[src/logic/fp_pkg.sv]
package fp_pkg;

    localparam int NUM_PORTS = 4;

    typedef logic [7:0]           byte_t;
    typedef logic [NUM_PORTS-1:0] portmap_t;
    typedef logic [10:0]          flen_t;
    typedef logic [47:0]          mac_t;
    typedef logic [9:0]           hash_t;
    typedef logic [19:0]          desc_t;
    typedef logic [127:0]         cell_t;
    typedef logic [6:0]           cell_cnt_t;

    // pointer fifo descriptor layout
    localparam int DESC_LEN_LSB   = 0;
    localparam int DESC_LEN_MSB   = 10;
    localparam int DESC_SRC_LSB   = 12;
    localparam int DESC_PRERT_LSB = 16;

    localparam int    CELL_BYTES  = 16;
    localparam flen_t HDR_BYTES   = 11'd2;

    // byte positions in the frame, counted from 1
    localparam flen_t DA_LAST     = 11'd6;
    localparam flen_t SA_LAST     = 11'd12;
    localparam flen_t ROUTE_READY = 11'd15;

    // first mac byte sits on top, so its lsb is bit 40
    localparam int GROUP_BIT = 40;

    typedef enum logic [1:0] {RD_IDLE, RD_DESC, RD_LOAD, RD_STREAM} rd_state_e;
    typedef enum logic [1:0] {WR_IDLE, WR_HEADER, WR_BODY} wr_state_e;
    typedef enum logic [1:0] {CF_IDLE, CF_CAPTURE, CF_APPLY, CF_HOLD} conf_state_e;
    typedef enum logic [1:0] {
        FWD_BLOCK = 2'd0,
        LRN_BLOCK = 2'd1,
        MIRROR    = 2'd2,
        UNUSED    = 2'd3
    } conf_type_e;

endpackage

[src/logic/frame_reader.sv]
`timescale 1ns/100ps

module frame_reader (
    input  logic             clk,
    input  logic             rstn,
    input  fp_pkg::desc_t    i_ptr_dout,
    input  logic             i_ptr_empty,
    input  fp_pkg::byte_t    i_data_dout,
    input  logic             i_cell_bp,
    output logic             o_ptr_rd,
    output logic             o_data_rd,
    output logic             o_frame_start,
    output fp_pkg::flen_t    o_len,
    output fp_pkg::portmap_t o_src_port,
    output fp_pkg::portmap_t o_prert,
    output fp_pkg::byte_t    o_byte,
    output logic             o_byte_vld,
    output fp_pkg::flen_t    o_byte_pos
);

    fp_pkg::rd_state_e state;
    fp_pkg::rd_state_e state_nxt;
    fp_pkg::flen_t     rd_cnt;

    always_comb begin
        state_nxt = state;
        case (state)
            fp_pkg::RD_IDLE: begin
                // back-pressure only holds off a new frame
                if (!i_ptr_empty && !i_cell_bp) begin
                    state_nxt = fp_pkg::RD_DESC;
                end
            end
            fp_pkg::RD_DESC:   state_nxt = fp_pkg::RD_LOAD;
            fp_pkg::RD_LOAD:   state_nxt = fp_pkg::RD_STREAM;
            fp_pkg::RD_STREAM: begin
                if (rd_cnt == o_len) begin
                    state_nxt = fp_pkg::RD_IDLE;
                end
            end
            default: state_nxt = fp_pkg::RD_IDLE;
        endcase
    end

    always_ff @(posedge clk) begin
        if (!rstn) begin
            state         <= fp_pkg::RD_IDLE;
            rd_cnt        <= '0;
            o_frame_start <= 1'b0;
            o_byte_vld    <= 1'b0;
            o_byte_pos    <= '0;
        end else begin
            state         <= state_nxt;
            o_frame_start <= (state == fp_pkg::RD_LOAD);
            o_byte_vld    <= o_data_rd;
            if (state == fp_pkg::RD_LOAD) begin
                rd_cnt <= fp_pkg::flen_t'(1);
            end else if (o_data_rd) begin
                rd_cnt <= rd_cnt + 1'b1;
            end
            // position follows the read by one cycle, like the data
            if (o_data_rd) begin
                o_byte_pos <= rd_cnt;
            end
        end
    end

    // descriptor word is on the bus one cycle after the strobe
    always_ff @(posedge clk) begin
        if (state == fp_pkg::RD_LOAD) begin
            o_len      <= i_ptr_dout[fp_pkg::DESC_LEN_MSB:fp_pkg::DESC_LEN_LSB];
            o_src_port <= i_ptr_dout[fp_pkg::DESC_SRC_LSB +: fp_pkg::NUM_PORTS];
            o_prert    <= i_ptr_dout[fp_pkg::DESC_PRERT_LSB +: fp_pkg::NUM_PORTS];
        end
    end

    assign o_ptr_rd  = (state == fp_pkg::RD_DESC);
    assign o_data_rd = (state == fp_pkg::RD_STREAM);
    assign o_byte    = i_data_dout;

endmodule

[src/logic/flow_lookup.sv]
`timescale 1ns/100ps

module flow_lookup (
    input  logic             clk,
    input  logic             rstn,
    input  logic             i_frame_start,
    input  fp_pkg::portmap_t i_src_port,
    input  fp_pkg::portmap_t i_prert,
    input  fp_pkg::byte_t    i_byte,
    input  logic             i_byte_vld,
    input  fp_pkg::flen_t    i_byte_pos,
    input  fp_pkg::portmap_t i_link,
    input  fp_pkg::portmap_t i_fwd_blk,
    input  fp_pkg::portmap_t i_lrn_blk,
    input  fp_pkg::portmap_t i_mirror,
    input  logic             i_se_ack,
    input  logic             i_se_nak,
    input  logic [15:0]      i_se_result,
    output logic             o_se_req,
    output fp_pkg::mac_t     o_se_mac,
    output fp_pkg::hash_t    o_se_hash,
    output logic             o_se_source,
    output fp_pkg::portmap_t o_se_portmap,
    output fp_pkg::portmap_t o_route
);

    fp_pkg::mac_t     mac_sh;
    fp_pkg::mac_t     mac_now;
    fp_pkg::portmap_t link_fwd;
    fp_pkg::portmap_t da_result;
    fp_pkg::portmap_t route_nxt;
    logic             fwd_ok;
    logic             lrn_ok;
    logic             da_at;
    logic             sa_at;
    logic             route_at;
    logic             da_group;
    logic             da_pend;
    logic             da_miss;

    // mac including the byte on the bus this cycle
    assign mac_now  = {mac_sh[39:0], i_byte};
    assign da_at    = i_byte_vld && (i_byte_pos == fp_pkg::DA_LAST);
    assign sa_at    = i_byte_vld && (i_byte_pos == fp_pkg::SA_LAST);
    assign route_at = i_byte_vld && (i_byte_pos == fp_pkg::ROUTE_READY);

    assign fwd_ok   = (i_src_port & i_fwd_blk) == '0;
    assign lrn_ok   = (i_src_port & i_lrn_blk) == '0;
    // blocked source port forwards nowhere
    assign link_fwd = fwd_ok ? (i_link & ~i_fwd_blk) : '0;

    always_ff @(posedge clk) begin
        if (i_byte_vld) begin
            mac_sh <= mac_now;
        end
        if (da_at || sa_at) begin
            o_se_mac     <= mac_now;
            o_se_hash    <= mac_now[$bits(fp_pkg::hash_t)-1:0];
            o_se_source  <= sa_at;
            o_se_portmap <= i_src_port;
        end
    end

    always_comb begin
        if (i_prert != '0) begin
            route_nxt = i_prert & i_link;
        end else if (da_group || da_miss) begin
            route_nxt = link_fwd & ~i_src_port;
        end else begin
            route_nxt = (da_result & link_fwd) | (i_mirror & ~i_link);
        end
    end

    always_ff @(posedge clk) begin
        if (!rstn) begin
            o_se_req  <= 1'b0;
            o_route   <= '0;
            da_group  <= 1'b0;
            da_pend   <= 1'b0;
            da_miss   <= 1'b0;
            da_result <= '0;
        end else begin
            o_se_req <= (da_at && !mac_now[fp_pkg::GROUP_BIT] && fwd_ok)
                     || (sa_at && !mac_now[fp_pkg::GROUP_BIT] && lrn_ok);
            if (i_frame_start) begin
                da_pend   <= 1'b0;
                da_miss   <= 1'b0;
                da_result <= '0;
            end else if (o_se_req && !o_se_source) begin
                da_pend <= 1'b1;
            end else if (da_pend && (i_se_ack || i_se_nak)) begin
                // answers to source requests never get here
                da_pend   <= 1'b0;
                da_miss   <= i_se_nak;
                da_result <= i_se_result[fp_pkg::NUM_PORTS-1:0];
            end
            if (da_at) begin
                da_group <= mac_now[fp_pkg::GROUP_BIT];
            end
            if (route_at) begin
                o_route <= route_nxt;
            end
        end
    end

endmodule

[src/logic/cell_writer.sv]
`timescale 1ns/100ps

module cell_writer (
    input  logic             clk,
    input  logic             rstn,
    input  logic             i_frame_start,
    input  fp_pkg::flen_t    i_len,
    input  fp_pkg::portmap_t i_src_port,
    input  fp_pkg::byte_t    i_byte,
    input  logic             i_byte_vld,
    input  fp_pkg::portmap_t i_route,
    output fp_pkg::cell_t    o_cell_data,
    output logic             o_cell_wr,
    output logic [15:0]      o_cell_ptr,
    output logic             o_cell_ptr_wr
);

    typedef logic [$clog2(fp_pkg::CELL_BYTES)-1:0] slot_t;

    fp_pkg::wr_state_e state;
    fp_pkg::cell_t     cell_q;
    fp_pkg::flen_t     stream_len;
    fp_pkg::flen_t     remain;
    fp_pkg::cell_cnt_t cells;
    slot_t             slot;
    logic              take;
    logic              last;
    logic              full;

    assign stream_len = i_len + fp_pkg::HDR_BYTES;
    assign take       = i_byte_vld && (state != fp_pkg::WR_IDLE);
    assign last       = (remain == fp_pkg::flen_t'(1));
    assign full       = &slot;

    ////////////////////////////////////////////////////////////////////////////
    // control
    ////////////////////////////////////////////////////////////////////////////

    always_ff @(posedge clk) begin
        if (!rstn) begin
            state         <= fp_pkg::WR_IDLE;
            slot          <= '0;
            remain        <= '0;
            cells         <= '0;
            o_cell_wr     <= 1'b0;
            o_cell_ptr_wr <= 1'b0;
        end else begin
            o_cell_wr     <= take && (full || last);
            o_cell_ptr_wr <= take && last;
            case (state)
                fp_pkg::WR_IDLE: begin
                    // header goes into the first two slots right away
                    if (i_frame_start) begin
                        state  <= fp_pkg::WR_HEADER;
                        slot   <= slot_t'(fp_pkg::HDR_BYTES);
                        remain <= i_len;
                        cells  <= '0;
                    end
                end
                fp_pkg::WR_HEADER: begin
                    if (i_byte_vld) begin
                        state <= fp_pkg::WR_BODY;
                    end
                end
                fp_pkg::WR_BODY: begin
                    if (i_byte_vld && last) begin
                        state <= fp_pkg::WR_IDLE;
                    end
                end
                default: state <= fp_pkg::WR_IDLE;
            endcase
            if (take) begin
                slot   <= slot + 1'b1;
                remain <= remain - 1'b1;
                if (full) begin
                    cells <= cells + 1'b1;
                end
            end
        end
    end

    ////////////////////////////////////////////////////////////////////////////
    // cell and pointer data
    ////////////////////////////////////////////////////////////////////////////

    // slot 0 is the top byte of the cell
    always_ff @(posedge clk) begin
        if ((state == fp_pkg::WR_IDLE) && i_frame_start) begin
            cell_q[$bits(fp_pkg::cell_t)-1 -: 16] <= {i_src_port, 1'b0, stream_len};
        end else if (take) begin
            cell_q[(fp_pkg::CELL_BYTES - 1 - int'(slot)) * 8 +: 8] <= i_byte;
        end
        if (take && last) begin
            o_cell_ptr <= {4'b0, i_route, 1'b0, fp_pkg::cell_cnt_t'(cells + 1'b1)};
        end
    end

    assign o_cell_data = cell_q;

endmodule

[src/logic/conf_regs.sv]
`timescale 1ns/100ps

module conf_regs (
    input  logic               clk,
    input  logic               rstn,
    input  logic               i_conf_valid,
    input  fp_pkg::conf_type_e i_conf_type,
    input  logic [15:0]        i_conf_data,
    input  logic               i_frame_start,
    output logic               o_conf_resp,
    output fp_pkg::portmap_t   o_fwd_blk,
    output fp_pkg::portmap_t   o_lrn_blk,
    output fp_pkg::portmap_t   o_mirror
);

    fp_pkg::conf_state_e state;
    fp_pkg::conf_type_e  type_q;
    fp_pkg::portmap_t    data_q;
    fp_pkg::portmap_t    fwd_shd;
    fp_pkg::portmap_t    lrn_shd;
    fp_pkg::portmap_t    mir_shd;

    always_ff @(posedge clk) begin
        if (!rstn) begin
            state     <= fp_pkg::CF_IDLE;
            fwd_shd   <= '0;
            lrn_shd   <= '0;
            mir_shd   <= '0;
            o_fwd_blk <= '0;
            o_lrn_blk <= '0;
            o_mirror  <= '0;
        end else begin
            case (state)
                fp_pkg::CF_IDLE: begin
                    if (i_conf_valid) begin
                        state <= fp_pkg::CF_CAPTURE;
                    end
                end
                fp_pkg::CF_CAPTURE: state <= fp_pkg::CF_APPLY;
                fp_pkg::CF_APPLY: begin
                    state <= fp_pkg::CF_HOLD;
                    case (type_q)
                        fp_pkg::FWD_BLOCK: fwd_shd <= data_q;
                        fp_pkg::LRN_BLOCK: lrn_shd <= data_q;
                        fp_pkg::MIRROR:    mir_shd <= data_q;
                        default: ;
                    endcase
                end
                fp_pkg::CF_HOLD: begin
                    if (!i_conf_valid) begin
                        state <= fp_pkg::CF_IDLE;
                    end
                end
                default: state <= fp_pkg::CF_IDLE;
            endcase
            // running frame keeps the values it started with
            if (i_frame_start) begin
                o_fwd_blk <= fwd_shd;
                o_lrn_blk <= lrn_shd;
                o_mirror  <= mir_shd;
            end
        end
    end

    always_ff @(posedge clk) begin
        if (state == fp_pkg::CF_CAPTURE) begin
            type_q <= i_conf_type;
            data_q <= i_conf_data[fp_pkg::NUM_PORTS-1:0];
        end
    end

    assign o_conf_resp = (state == fp_pkg::CF_HOLD);

endmodule

[src/logic/frame_process.sv]
`timescale 1ns/100ps

module frame_process (
    input  logic               clk,
    input  logic               rstn,
    input  fp_pkg::desc_t      i_ptr_dout,
    input  logic               i_ptr_empty,
    input  fp_pkg::byte_t      i_data_dout,
    input  logic               i_cell_bp,
    input  fp_pkg::portmap_t   i_link,
    input  logic               i_se_ack,
    input  logic               i_se_nak,
    input  logic [15:0]        i_se_result,
    input  logic               i_conf_valid,
    input  fp_pkg::conf_type_e i_conf_type,
    input  logic [15:0]        i_conf_data,
    output logic               o_ptr_rd,
    output logic               o_data_rd,
    output logic               o_se_req,
    output fp_pkg::mac_t       o_se_mac,
    output fp_pkg::hash_t      o_se_hash,
    output logic               o_se_source,
    output fp_pkg::portmap_t   o_se_portmap,
    output fp_pkg::cell_t      o_cell_data,
    output logic               o_cell_wr,
    output logic [15:0]        o_cell_ptr,
    output logic               o_cell_ptr_wr,
    output logic               o_conf_resp
);

    logic             frame_start;
    fp_pkg::flen_t    len;
    fp_pkg::portmap_t src_port;
    fp_pkg::portmap_t prert;
    fp_pkg::byte_t    byte_d;
    logic             byte_vld;
    fp_pkg::flen_t    byte_pos;
    fp_pkg::portmap_t route;
    fp_pkg::portmap_t fwd_blk;
    fp_pkg::portmap_t lrn_blk;
    fp_pkg::portmap_t mirror;

    frame_reader u_reader (
        .clk, .rstn, .i_ptr_dout, .i_ptr_empty, .i_data_dout, .i_cell_bp,
        .o_ptr_rd, .o_data_rd,
        .o_frame_start (frame_start), .o_len (len), .o_src_port (src_port),
        .o_prert (prert), .o_byte (byte_d), .o_byte_vld (byte_vld),
        .o_byte_pos (byte_pos)
    );

    // lookup requests go out at fixed byte positions
    flow_lookup u_lookup (
        .clk, .rstn, .i_frame_start (frame_start), .i_src_port (src_port),
        .i_prert (prert), .i_byte (byte_d), .i_byte_vld (byte_vld),
        .i_byte_pos (byte_pos), .i_link, .i_fwd_blk (fwd_blk),
        .i_lrn_blk (lrn_blk), .i_mirror (mirror), .i_se_ack, .i_se_nak,
        .i_se_result, .o_se_req, .o_se_mac, .o_se_hash, .o_se_source,
        .o_se_portmap, .o_route (route)
    );

    cell_writer u_writer (
        .clk, .rstn, .i_frame_start (frame_start), .i_len (len),
        .i_src_port (src_port), .i_byte (byte_d), .i_byte_vld (byte_vld),
        .i_route (route), .o_cell_data, .o_cell_wr, .o_cell_ptr, .o_cell_ptr_wr
    );

    conf_regs u_conf (
        .clk, .rstn, .i_conf_valid, .i_conf_type, .i_conf_data,
        .i_frame_start (frame_start), .o_conf_resp,
        .o_fwd_blk (fwd_blk), .o_lrn_blk (lrn_blk), .o_mirror (mirror)
    );

endmodule

[config.mk]
export PLATFORM = sky130hd
export DESIGN_NAME = frame_process
export DESIGN_NICKNAME = d
export VERILOG_FILES = /design/src/logic/fp_pkg.sv /design/src/logic/frame_reader.sv /design/src/logic/flow_lookup.sv /design/src/logic/cell_writer.sv /design/src/logic/conf_regs.sv /design/src/logic/frame_process.sv
export SDC_FILE = /design/constraint.sdc
export NUM_CORES = 1
export LEC_CHECK = 0
export BUFFER_PORTS_ARGS = -buffer_cell sky130_fd_sc_hd__buf_2
export CAP_MARGIN = 40
export CELL_PAD_IN_SITES_DETAIL_PLACEMENT = 1
export CELL_PAD_IN_SITES_GLOBAL_PLACEMENT = 1
export CORE_MARGIN = 5
export CORE_UTILIZATION = 44
export DETAILED_ROUTE_END_ITERATION = 7
export PLACE_DENSITY = 0.83
export SYNTH_ARGS = -nofsm -noshare
export SYNTH_HDL_FRONTEND = slang
export SYNTH_SLANG_ARGS = --single-unit
[constraint.sdc]
create_clock -name clk -period 6.7 [get_ports clk]
set_clock_uncertainty 0.1 [all_clocks]
set_input_delay 0.335 -clock clk [delete_from_list [all_inputs] [get_ports clk]]
set_output_delay 0.335 -clock clk [all_outputs]
set_load 0.005 [all_outputs]
## Word level (Yosys, flattened, before mapping)

Index checks and enable logic that the tools add are counted.

| storage, ports and cells | value |
|---|---|
| input port bits | 73 |
| bits in registers | 357 |
| word-level logic and storage cells | 163 |

| operators by class | value |
|---|---|
| eq/ne operators | 22 |
| mux-type cells | 30 |
| shift-type cells | 2 |
| reduce and logical (&&, ||, !) cells | 49 |
| add/sub/neg operators | 7 |
| bitwise gates (word level) | 14 |

Operator list:

| cell | count |
|---|---|
| bitwise mux 128 bit | 1 |
| two-way mux 128 bit | 1 |
| variable shift 8 x 33 -> 128 bit (first input constant) | 1 |
| variable part select 8 x 33 -> 128 bit | 1 |
| two-way mux 11 bit | 3 |
| negation 32 -> 33 bit | 1 |
| AND 4 bit | 7 |
| two-way mux 7 bit | 4 |
| two-way mux 4 bit | 6 |
| == test 11 x 4 -> 1 bit (second input constant) | 2 |
| two-way mux 16 bit | 1 |
| case mux 2 bit (4 select lines) | 2 |
| AND reduction 2 bit | 8 |
| logical AND 1 bit | 15 |
| two-way mux 2 bit | 7 |
| == test 2 bit (second input constant) | 6 |
| inverter 4 bit | 3 |
| nonzero test 2 bit | 6 |
| adder 11 x 1 -> 11 bit (second input constant) | 1 |
| adder 11 x 2 -> 11 bit (second input constant) | 1 |
| == test 11 x 1 -> 1 bit (second input constant) | 1 |
| == test 11 bit | 1 |
| == test 11 x 3 -> 1 bit (second input constant) | 1 |
| subtractor 11 x 1 -> 11 bit (second input constant) | 1 |
| other kinds (18) | 43 |

## Depth between registers and ports, before layout

Gate-level depths: netlist of the first run.

| logic depth | value |
|---|---|
| word-level depth | 7 |
| depth in mapped cells | 8 |
| gate-level depth less buffers | 6 |

## By module

A second synthesis of the first run with hierarchy kept.

| second synthesis, totals | value |
|---|---|
| cell total of the unflattened synthesis | 1004 |
| area total of the unflattened synthesis | 13555.5 um^2 |

By module, submodules not included:

| module | area an instance (um^2) | times used | cells each | seq. area each (um^2) |
|---|---|---|---|---|
| cell_writer | 6726.5 | 1 | 547 | 4684.5 |
| flow_lookup | 3626.0 | 1 | 189 | 3032.9 |
| frame_reader | 1939.4 | 1 | 162 | 1091.0 |
| conf_regs | 1263.7 | 1 | 106 | 700.7 |

## Worst setup path before layout of the first run

No wires, ideal clock.

| timing path | value |
|---|---|
| kind | register -> register |
| start | reg u_reader.o_byte_vld |
| end | reg u_lookup.o_se_hash[0], enable pin |
| library setup time | 0.481 ns |
| data arrival time | 4.883 ns |
| cell stages (with the launch flop) | 4 |
| clock period less this slack | 5.464 ns |
| data required time | 6.119 ns |
| slack | 1.236 ns |
| cells stage by stage | dfxtp_1 -> or4b_1 -> or4_4 -> a21oi_1 |

| between the ends | value |
|---|---|
| word-level cells in the longest chain between the ends | 2 |
| elaborated cells on any way between the ends | 3 |
| those cells by class | reduce/logical (3) |

Ends and longest elaborated chain:

| what | line | RTL |
|---|---|---|
| from (decl) | frame_reader.sv:17 | `output logic o_byte_vld,` |
| from (signal assigned) | frame_reader.sv:55 | `o_byte_vld <= o_data_rd;` |
| logical AND 1 bit, on equally long branches | flow_lookup.sv:43, flow_lookup.sv:44 |  |
| logical OR 1 bit (*) | flow_lookup.sv:56 | `if (da_at \|\| sa_at) begin` |
| to (signal assigned) | flow_lookup.sv:58 | `o_se_hash <= mac_now[$bits(fp_pkg::hash_t)-1:0];` |
| to (decl) | flow_lookup.sv:21 | `output fp_pkg::hash_t o_se_hash,` |

Mark *: on every way between the ends. The rest lies on a longest branch, timed or not.
A chain may end at the register's enable or synchronous reset.

==> results of run 1 <==
==> metrics by stage <==
| step | hold WS [ns] | utilization (%) | instances | area, µm² |
|---|---|---|---|---|
| global placement | 0.3001 | 50.04 | 1607 | 14870 |
| CTS | 0.001446 | 55.39 | 1711 | 16460 |
| floorplan | 0.3003 | - | 1011 | 13310 |
| detailed placement | 0.3061 | 50.46 | 1616 | 14990 |
| global route | 0.01511 | 55.39 | 1711 | 16460 |
| finish | 0.002322 | 55.39 | 1711 | 16460 |
==> how the worst min path moves through the flow <==
stage / depth (start not counted) / slack [ns] / start / endpoint
after floorplan: 0 / 0.30 / u_lookup.mac_sh[33] / u_lookup.o_se_mac[41]
after global placement: 0 / 0.30 / u_lookup.mac_sh[34] / u_lookup.o_se_mac[42]
after detailed placement: 0 / 0.31 / u_lookup.mac_sh[35] / u_lookup.o_se_mac[43]
after CTS: 4 / 0.001 / i_se_ack / u_lookup.da_pend
after global routing: 3 / 0.02 / i_se_result[2] / u_lookup.da_result[2]
final: 3 / 0.002 / i_se_result[2] / u_lookup.da_result[2]
==> cells in the final DEF (no fill, tap or decap), types with 3 or more instances in the layout <==
cell type | synthesis | final
or2_2 | 6 | 6
and3_1 | 13 | 13
xnor2_1 | 22 | 22
mux2i_1 | 40 | 40
dlygate4sd3_1 | 0 | 28
dfxtp_1 | 91 | 90
buf_2 | 1 | 256
conb_1 | 1 | 5
nand4_1 | 16 | 16
and2_1 | 37 | 37
nand3_1 | 21 | 21
nor2_1 | 164 | 164
buf_4 | 15 | 6
o21ai_0 | 23 | 23
nand3b_1 | 6 | 6
nand2b_1 | 19 | 19
nor4_1 | 3 | 3
clkbuf_16 | 0 | 38
nand2_1 | 67 | 67
inv_1 | 15 | 15
or3_1 | 12 | 12
xor2_1 | 10 | 10
o211ai_1 | 5 | 5
clkinv_1 | 0 | 5
buf_8 | 0 | 3
a221o_1 | 4 | 4
edfxtp_1 | 256 | 256
clkinv_2 | 0 | 4
o22ai_1 | 9 | 9
a21oi_1 | 27 | 26
o21a_1 | 6 | 6
clkbuf_1 | 33 | 11
ha_1 | 19 | 19
nor3_1 | 13 | 13
nor3b_1 | 4 | 3
a31oi_1 | 10 | 10
clkbuf_8 | 0 | 5
nor2b_1 | 4 | 4
==> final cells by class <==
class / instances / share of cell area [%]
sequential: 347 / 57.78
multi-input combinational: 595 / 21.30
clock buffer: 54 / 6.446
timing repair buffer: 296 / 10.39
tap: 390 / 2.965
clock inverter: 13 / 0.7526
inverter: 16 / 0.3649
==> Yosys cell counts, types with 16 or more instances <==
cell type,number,area [µm²]
nand2b_1,19,118.9
mux2i_1,40,400.4
nor2_1,164,615.6
o21ai_0,23,115.1
edfxtp_1,256,7687
nand2_1,67,251.5
ha_1,19,237.7
and2_1,37,231.5
a21oi_1,27,135.1
xnor2_1,22,192.7
dfxtp_1,91,1822
nand3_1,21,105.1
nand4_1,16,100.1
clkbuf_1,33,123.9
==> kinds of logic after synthesis <==
family | share of synthesized area [%]
buffers and inverters | 2.381
DFF | 71.52
xor gates and xnor gates | 2.108
and+or+nand+nor | 14.37
other | 0.02820
adders and majority gates | 1.788
AOI/OAI and AO/OA | 4.799
muxes | 3.011
==> state kept, by name, indices dropped and copies added (netlist names), 4 cells and up <==
register               flops
u_lookup.mac_sh           40
u_reader.o_src_port        4
u_writer.o_cell_ptr       11
u_conf.data_q              4
u_conf.o_fwd_blk           4
u_reader.o_prert           4
u_reader.o_len            11
u_conf.o_mirror            4
u_writer.remain           11
u_conf.mir_shd             4
u_lookup.da_result         4
u_writer.cells             7
u_lookup.o_se_mac         39
u_lookup.o_se_hash         9
u_writer.o_cell_data     128
u_writer.slot              4
u_conf.lrn_shd             4
u_conf.fwd_shd             4
u_reader.rd_cnt           11
u_conf.o_lrn_blk           4
u_lookup.o_se_portmap      4
u_reader.o_byte_pos       11
u_lookup.o_route           4
==> repair_timing <==
| item | CTS | global route |
|---|---|---|
| hold buffers | 28 | 0 |
| hold endpoints to repair | 28 | 0 |
| endpoints found under the setup margin | 0 | 0 |
| gates resized for setup | 0 | 0 |
==> where the power goes <==
group / switching [W] / leakage (nW) / total (W) / internal, W
clock network: 0.000813 / 0.580 / 0.00199 / 0.00118
registers: 0.000102 / 3.00 / 0.00250 / 0.00240
logic: 0.000250 / 2.39 / 0.000414 / 0.000164
total: 0.00117 / 5.97 / 0.00490 / 0.00374
==> critical path, cell delays in order (launching register included) <==
cell and delay [ns]:
dfxtp_1 0.50, ha_1 0.35, xor2_1 0.28, nand2_1 0.51
nor2_1 0.77
==> metal layers <==
layer | up-vias | wire (µm) | global-route usage, % | part of all wire [%]
li1 | 4182 | - | - | -
met1 | 4570 | 14470 | 26.26 | 38
met2 | 347 | 19620 | 39.31 | 52
met3 | 94 | 2165 | 3.383 | 5.7
met4 | 0 | 1556 | 8.104 | 4.1
met5 | - | 0 | 0 | 0
==> results_dict.tcl, run 1 <==
set metrics [dict create \
    clkTransAtPathRegs_ns 0.06 \
    die_w_um 183.8 \
    first_pass_iters 5 \
    pre_cts_slack_ns 3.762 \
    grt_pass1_wl_um 56700 \
    power.total_w 0.004904 \
    cts_root_buffer "clkbuf_16" \
    drtIter0Drc 710 \
    ios 286 \
    cts_max_level 2 \
    endpoint "u_writer.o_cell_data[96]" \
    ys.flop_type "edfxtp_1" \
    cp_max_fo 21 \
    final.min_clock_period_ns 2.898 \
    ant_nets 0 \
    gr-usage-all-layers_pct 21.74 \
    die_y_um 183.8 \
    diodes 0 \
    final_nets 1385 \
    setup_violations 0 \
    fmax_ghz 0.3450 \
    buffer_ports.inserted 255 \
    crit_start "u_writer.slot[0]" \
    final.period_utilization_pct 43.26 \
    gr-total-overflow 0 \
    cts_buffers 37 \
    insertion_delay_ns 0.51 \
    power_density_nw_per_um2 297.9 \
    ctsLongestPathBuffers 3 \
    nFillCells 3115 \
    status "complete, no violations" \
    hpwl_um 26680 \
    drcViolationCount 0 \
    start_kind "register" \
    crit_type "register to register" \
    crit_path_end_kind "register" \
    core_area_um2 29720 \
    start_util_pct 44.74 \
    synth-seq-cells 347 \
    drt-total-wl_um 37810 \
    async_flop_share_pct 0 \
    r2r_slack_ns 3.80 \
    p_leak_nw 5.965 \
    drive_above_1_share_pct 25.36 \
    worstPathArrival_ns 2.94 \
    worst_pin_slew_ns 0.8629 \
    slew_viol_final 0 \
    synth_cell_types 56 \
    antenna_found_initial 0 \
    rsz0062_at_grt "false" \
    syn_area_per_cell_um2 13.20 \
    yosysSeqAreaShare_pct 71.52 \
    syn_area_um2 13300 \
    vias 9193 \
    hold_violations 0 \
    maxCapViolations 0 \
    area_growth_syn_to_layout_pct 23.79 \
    tns_ns 0 \
    synth_edf_count 256 \
    worstPathRequired_ns 6.74 \
    rows 63 \
    post_drt_wl_per_cell_um 22.10 \
    place.gp.congestion 0.8321 \
    regArea_um2 9510 \
    layout_setup_ws_ns 3.802 \
    post-cts-setup-buffers 0 \
    cts.sinks 347 \
    grt_max_degree 60 \
    max-vdd-ir-drop_v 0.0001584 \
    r2r-end "u_writer.o_cell_data[96]" \
    maxSlewHeadroom_pct 42.42 \
    dieArea_um2 33800 \
    multi_input_area_um2 3506 \
    post_drt_via_cell_ratio 5.373 \
    synth_cells 1007 \
    cts_tree "built" \
    min_path_type "input port to register" \
    first_global_vias 9541 \
    yosysWarningCount 0 \
    r2r-start "u_writer.slot[0]" \
    reg2reg_depth 4 \
]
No activity file was read; power rests on OpenSTA's default activity.
==> run 2: changes to the inputs <==
--- a/config.mk
+++ b/config.mk
@@ -10,9 +10,9 @@
 export CELL_PAD_IN_SITES_DETAIL_PLACEMENT = 1
 export CELL_PAD_IN_SITES_GLOBAL_PLACEMENT = 1
 export CORE_MARGIN = 5
-export CORE_UTILIZATION = 44
+export CORE_UTILIZATION = 39
 export DETAILED_ROUTE_END_ITERATION = 7
-export PLACE_DENSITY = 0.83
+export PLACE_DENSITY = 0.78
 export SYNTH_ARGS = -nofsm -noshare
 export SYNTH_HDL_FRONTEND = slang
 export SYNTH_SLANG_ARGS = --single-unit
==> constraint.sdc (replaced) <==
create_clock -name clk -period 2.4 [get_ports clk]
set_clock_uncertainty 0.1 [all_clocks]
set_input_delay 0.12 -clock clk [delete_from_list [all_inputs] [get_ports clk]]
set_output_delay 0.12 -clock clk [all_outputs]
set_load 0.005 [all_outputs]
==> results_dict.tcl, run 2 (synthesis gave the netlist of run 1 again) <==
set metrics [dict create \
    status "complete, no violations" \
    hpwl_um 26760 \
    rows 67 \
    wl_met2_um 19660 \
    place.gp.congestion 0.8087 \
    hold_violations 0 \
    vias 9257 \
    cts_buffers 39 \
    power.total_w 0.01381 \
    area_growth_syn_to_layout_pct 27.58 \
    crit_path_end_kind "register" \
    ant_nets 0 \
    cts_root_buffer "clkbuf_16" \
    worst_pin_slew_ns 0.6000 \
    nFillCells 3514 \
    drcViolationCount 0 \
    post_drt_via_cell_ratio 5.081 \
    fmax_ghz 0.4246 \
    drive_above_1_share_pct 27.37 \
    maxCapViolations 0 \
    ctsLongestPathBuffers 3 \
    layout_common_cells "edfxtp_1, buf_2, nor2_1" \
    worstPathRequired_ns 2.51 \
    diodes 0 \
    maxSlewHeadroom_pct 59.85 \
    setup_violations 0 \
    grt_max_degree 54 \
    core_area_um2 33620 \
    rsz0062_at_grt "false" \
    dr_wl_met3_um 2031 \
    antenna_found_initial 0 \
    placed_area_um2 15270 \
    cts_tree "built" \
    holdWs_ns 0.06198 \
    drtIter0Drc 565 \
    max-vdd-ir-drop_v 0.0004371 \
    die_y_um 194.6 \
    crit_type "register to register" \
    buffer_ports.inserted 255 \
    start_kind "register" \
    min_path_type "input port to register" \
    ios 286 \
    clkTransAtPathRegs_ns 0.06 \
    top_layer "met4" \
    gr-total-overflow 0 \
    first_global_vias 9675 \
    slew_viol_final 0 \
    largest_reg_flops 128 \
    final_common_cell "edfxtp_1" \
    drt-total-wl_um 37970 \
    design_area_um2 16960 \
    worstPathArrival_ns 2.47 \
    p_leak_nw 6.243 \
    wl_met1_um 15360 \
    cts.sinks 347 \
    post_drt_wl_per_cell_um 20.84 \
    insertion_delay_ns 0.51 \
    dieArea_um2 37890 \
    gr-usage-all-layers_pct 19.22 \
    die_w_um 194.6 \
    cts_max_level 2 \
    first_pass_iters 5 \
    grt_pass1_wl_um 57610 \
    start_util_pct 39.55 \
    power_density_nw_per_um2 813.9 \
    final.period_utilization_pct 98.14 \
    final.min_clock_period_ns 2.355 \
    post-cts-setup-buffers 0 \
    final_nets 1436 \
    cp_max_fo 8 \
]
## run 2: per-stage QoR
step / std cells / TNS [ns] / worst slack (ns) / util [%]
2_1_floorplan: 1011 / -31.93 / -0.6025 / -
3_3_place_gp: 1705 / 0 / 0.2018 / 45.42
3_5_place_dp: 1705 / 0 / 0.1327 / 45.42
4_1_cts: 1822 / 0 / 0.01502 / 50.43
5_1_grt: 1822 / 0 / 0.02279 / 50.46
6_report: 1822 / 0 / 0.04471 / 50.46
## run 2: final cells by class
type                    instances  area (µm²)  share of cell area, %
inverters                      16       60.06                 0.3540
flip-flops and latches        347        9513                  56.08
repair buffers                345        2079                  12.26
multi-input cells             595        3527                  20.79
clock buffers                  58        1131                  6.668
clock inverters                13       92.59                 0.5458
well taps                     448       560.5                  3.304
## run 2: worst max-delay path: stages, from the launching register on
cell	delay, ns
dfxtp_1	0.45
ha_1	0.30
and3b_1	0.28
nor2_1	0.08
nor3_1	0.33
buf_4	0.20
and2_1	0.12
buf_4	0.18
## run 2: metal layers
metal,global-route usage (%),vias to the layer above
li1,-,4277
met1,23.81,4628
met2,34.50,284
met3,3.393,68
met4,5.547,0
met5,0,-
## run 2: worst paths after layout
check / to / start / cells past startpoint / slack (ns)
worst max-delay path: u_writer.o_cell_data[54] / u_writer.slot[1] / 7 / 0.04
worst min-delay path: u_reader.state[1] / i_ptr_empty / 5 / 0.06
worst min register to register: u_lookup.o_se_mac[41] / u_lookup.mac_sh[33] / 0 / 0.32
worst max register to register: u_writer.o_cell_data[54] / u_writer.slot[1] / 7 / 0.04
## run 2: repair_timing
item	in CTS	in global routing
hold buffers	46	0
endpoints found under the hold margin	58	0
endpoints found under the setup margin	0	42
gates resized for setup	0	6
## run 2: report_power, final
part,internal (W),leakage [nW],switching (W)
clock network,0.00338,0.597,0.00231
logic,0.000471,2.63,0.000712
registers,0.00669,3.02,0.000247
==> run 3: changes to the inputs <==
--- a/config.mk
+++ b/config.mk
@@ -10,9 +10,9 @@
 export CELL_PAD_IN_SITES_DETAIL_PLACEMENT = 1
 export CELL_PAD_IN_SITES_GLOBAL_PLACEMENT = 1
 export CORE_MARGIN = 5
-export CORE_UTILIZATION = 39
+export CORE_UTILIZATION = 44
 export DETAILED_ROUTE_END_ITERATION = 7
-export PLACE_DENSITY = 0.78
+export PLACE_DENSITY = 0.83
 export SYNTH_ARGS = -nofsm -noshare
 export SYNTH_HDL_FRONTEND = slang
 export SYNTH_SLANG_ARGS = --single-unit
==> constraint.sdc (replaced) <==
create_clock -name clk -period 2.6 [get_ports clk]
set_clock_uncertainty 0.1 [all_clocks]
set_input_delay 0.13 -clock clk [delete_from_list [all_inputs] [get_ports clk]]
set_output_delay 0.13 -clock clk [all_outputs]
set_load 0.005 [all_outputs]
==> results_dict.tcl, run 3 (synthesis gave the netlist of run 1 again) <==
set metrics [dict create \
    final.min_clock_period_ns 2.465 \
    insertion_delay_ns 0.52 \
    maxCapViolations 0 \
    layout_common_cells "edfxtp_1, buf_2, nor2_1" \
    dieArea_um2 33800 \
    design_area_um2 16810 \
    hold_violations 0 \
    cp_max_fo 14 \
    clkTransAtPathRegs_ns 0.06 \
    cts.sinks 347 \
    antenna_found_initial 1 \
    crit_path_end_kind "register" \
    gr-usage-all-layers_pct 22.14 \
    post-cts-setup-buffers 0 \
    layout_setup_ws_ns 0.1353 \
    placed_area_um2 15120 \
    final_nets 1424 \
    start_util_pct 44.74 \
    place.gp.congestion 0.8433 \
    first_global_vias 9871 \
    dp_cells 1636 \
    worstHoldStart "i_ptr_empty" \
    fmax_ghz 0.4057 \
    start_kind "register" \
    rows 63 \
    cts_tree "built" \
    r2r_slack_ns 0.14 \
    path_cells "and3_1, ha_1, inv_1, nand2_1, nor2_1, buf_4" \
    nFillCells 3051 \
    min_path_type "input port to register" \
    core_area_um2 29720 \
    cp.buffers_inverters 2 \
    ant_nets 0 \
    ios 286 \
    pre_cts_slack_ns -0.01741 \
    drcViolationCount 0 \
    final.period_utilization_pct 94.80 \
    setup_violations 0 \
    worst_pin_slew_ns 0.6189 \
    regArea_um2 9513 \
    worstPathRequired_ns 2.72 \
    grt_max_degree 63 \
    critPathMaxStageDelay_ns 0.52 \
    layoutNonFillerInstCount 1751 \
    rsz0062_at_grt "true" \
    buffer_ports.inserted 255 \
    crit_type "register to register" \
    worstHoldPathCells 5 \
    slew_viol_final 0 \
    critical-path-slowest-cell "dfxtp_1" \
    post_drt_wl_per_cell_um 22.04 \
    tns_ns 0 \
    maxSlewHeadroom_pct 58.59 \
    reg2reg_depth 6 \
    hpwl_um 27210 \
    cts_max_level 2 \
    largest_reg_flops 128 \
    r2r-end "u_writer.o_cell_data[93]" \
    ctsLongestPathBuffers 3 \
    die_y_um 183.8 \
    gr-total-overflow 0 \
    cts_root_buffer "clkbuf_16" \
    p_leak_nw 6.252 \
    drive_above_1_share_pct 27.13 \
    cts_buffers 38 \
    r2r-start "u_writer.slot[0]" \
    multi_input_area_um2 3528 \
    drtIter0Drc 582 \
    min_to "u_reader.state[1]" \
    max-vdd-ir-drop_v 0.0003821 \
    area_growth_syn_to_layout_pct 26.40 \
    final_common_cell "edfxtp_1" \
    first_pass_iters 5 \
    power_density_nw_per_um2 757.1 \
    power.total_w 0.01273 \
    status "complete, no violations" \
    crit_family "simple AND/OR/NAND/NOR gates" \
    die_w_um 183.8 \
    drt-total-wl_um 38590 \
    grt_pass1_wl_um 57880 \
    post_drt_via_cell_ratio 5.296 \
    worstPathArrival_ns 2.58 \
    vias 9274 \
]
[run 3: area by class of cell]
| type | count | area share [%] |
|---|---|---|
| Antenna cell | 1 | 0.01489 |
| Clock inverter | 14 | 0.7295 |
| Tap cell | 390 | 2.903 |
| Inverter | 16 | 0.3573 |
| Timing Repair Buffer | 334 | 11.96 |
| Multi-Input combinational cell | 595 | 20.99 |
| Clock buffer | 54 | 6.447 |
| Sequential cell | 347 | 56.60 |
[run 3: timing repair]
action / in CTS / in global routing
hold endpoints to repair: 56 / 0
endpoints found under the setup margin: 24 / 64
cloned: 0 / 0
gates resized for setup: 3 / 6
hold buffers: 46 / 0
[run 3: power breakdown]
| part | internal (W) | leakage [nW] | total, W | switching [W] |
|---|---|---|---|---|
| combinational | 0.000431 | 2.60 | 0.00110 | 0.000668 |
| sequential | 0.00618 | 3.05 | 0.00641 | 0.000237 |
| clock | 0.00311 | 0.599 | 0.00521 | 0.00211 |
[run 3: how the worst max path moves through the flow]
stage,from,cells after the start,end
finish,u_writer.slot[0],6,u_writer.o_cell_data[93]
floorplan,u_reader.o_byte_vld,3,u_lookup.o_se_hash[0]
detailed placement,u_writer.slot[0],5,u_writer.o_cell_data[60]
CTS,u_writer.slot[0],5,u_writer.o_cell_data[46]
global route,u_writer.slot[0],6,u_writer.o_cell_data[91]
global placement,u_writer.slot[0],5,u_writer.o_cell_data[52]
[run 3: tightest hold or removal path, cell delays in order]
cell	delay, ns
buf_2	0.08
o21ai_0	0.12
nand2b_1	0.10
o31ai_1	0.10
mux2i_1	0.13
[run 3: per-layer routing]
metal | global-route usage (%) | up-vias | part of all wire, %
met5 | 0 | - | 0
met4 | 7.867 | 0 | 3.3
met3 | 3.383 | 73 | 5.3
met2 | 40.90 | 323 | 53
met1 | 26.18 | 4617 | 39
li1 | - | 4261 | -
[run 3: stage by stage]
step / util [%] / hold WS, ns
final: 56.56 / 0.09418
after global routing: 56.56 / 0.1270
after CTS: 56.50 / 0.07585
after detailed placement: 50.88 / 0.2099
after global placement: 50.88 / 0.2085
after floorplan: - / 0.1289
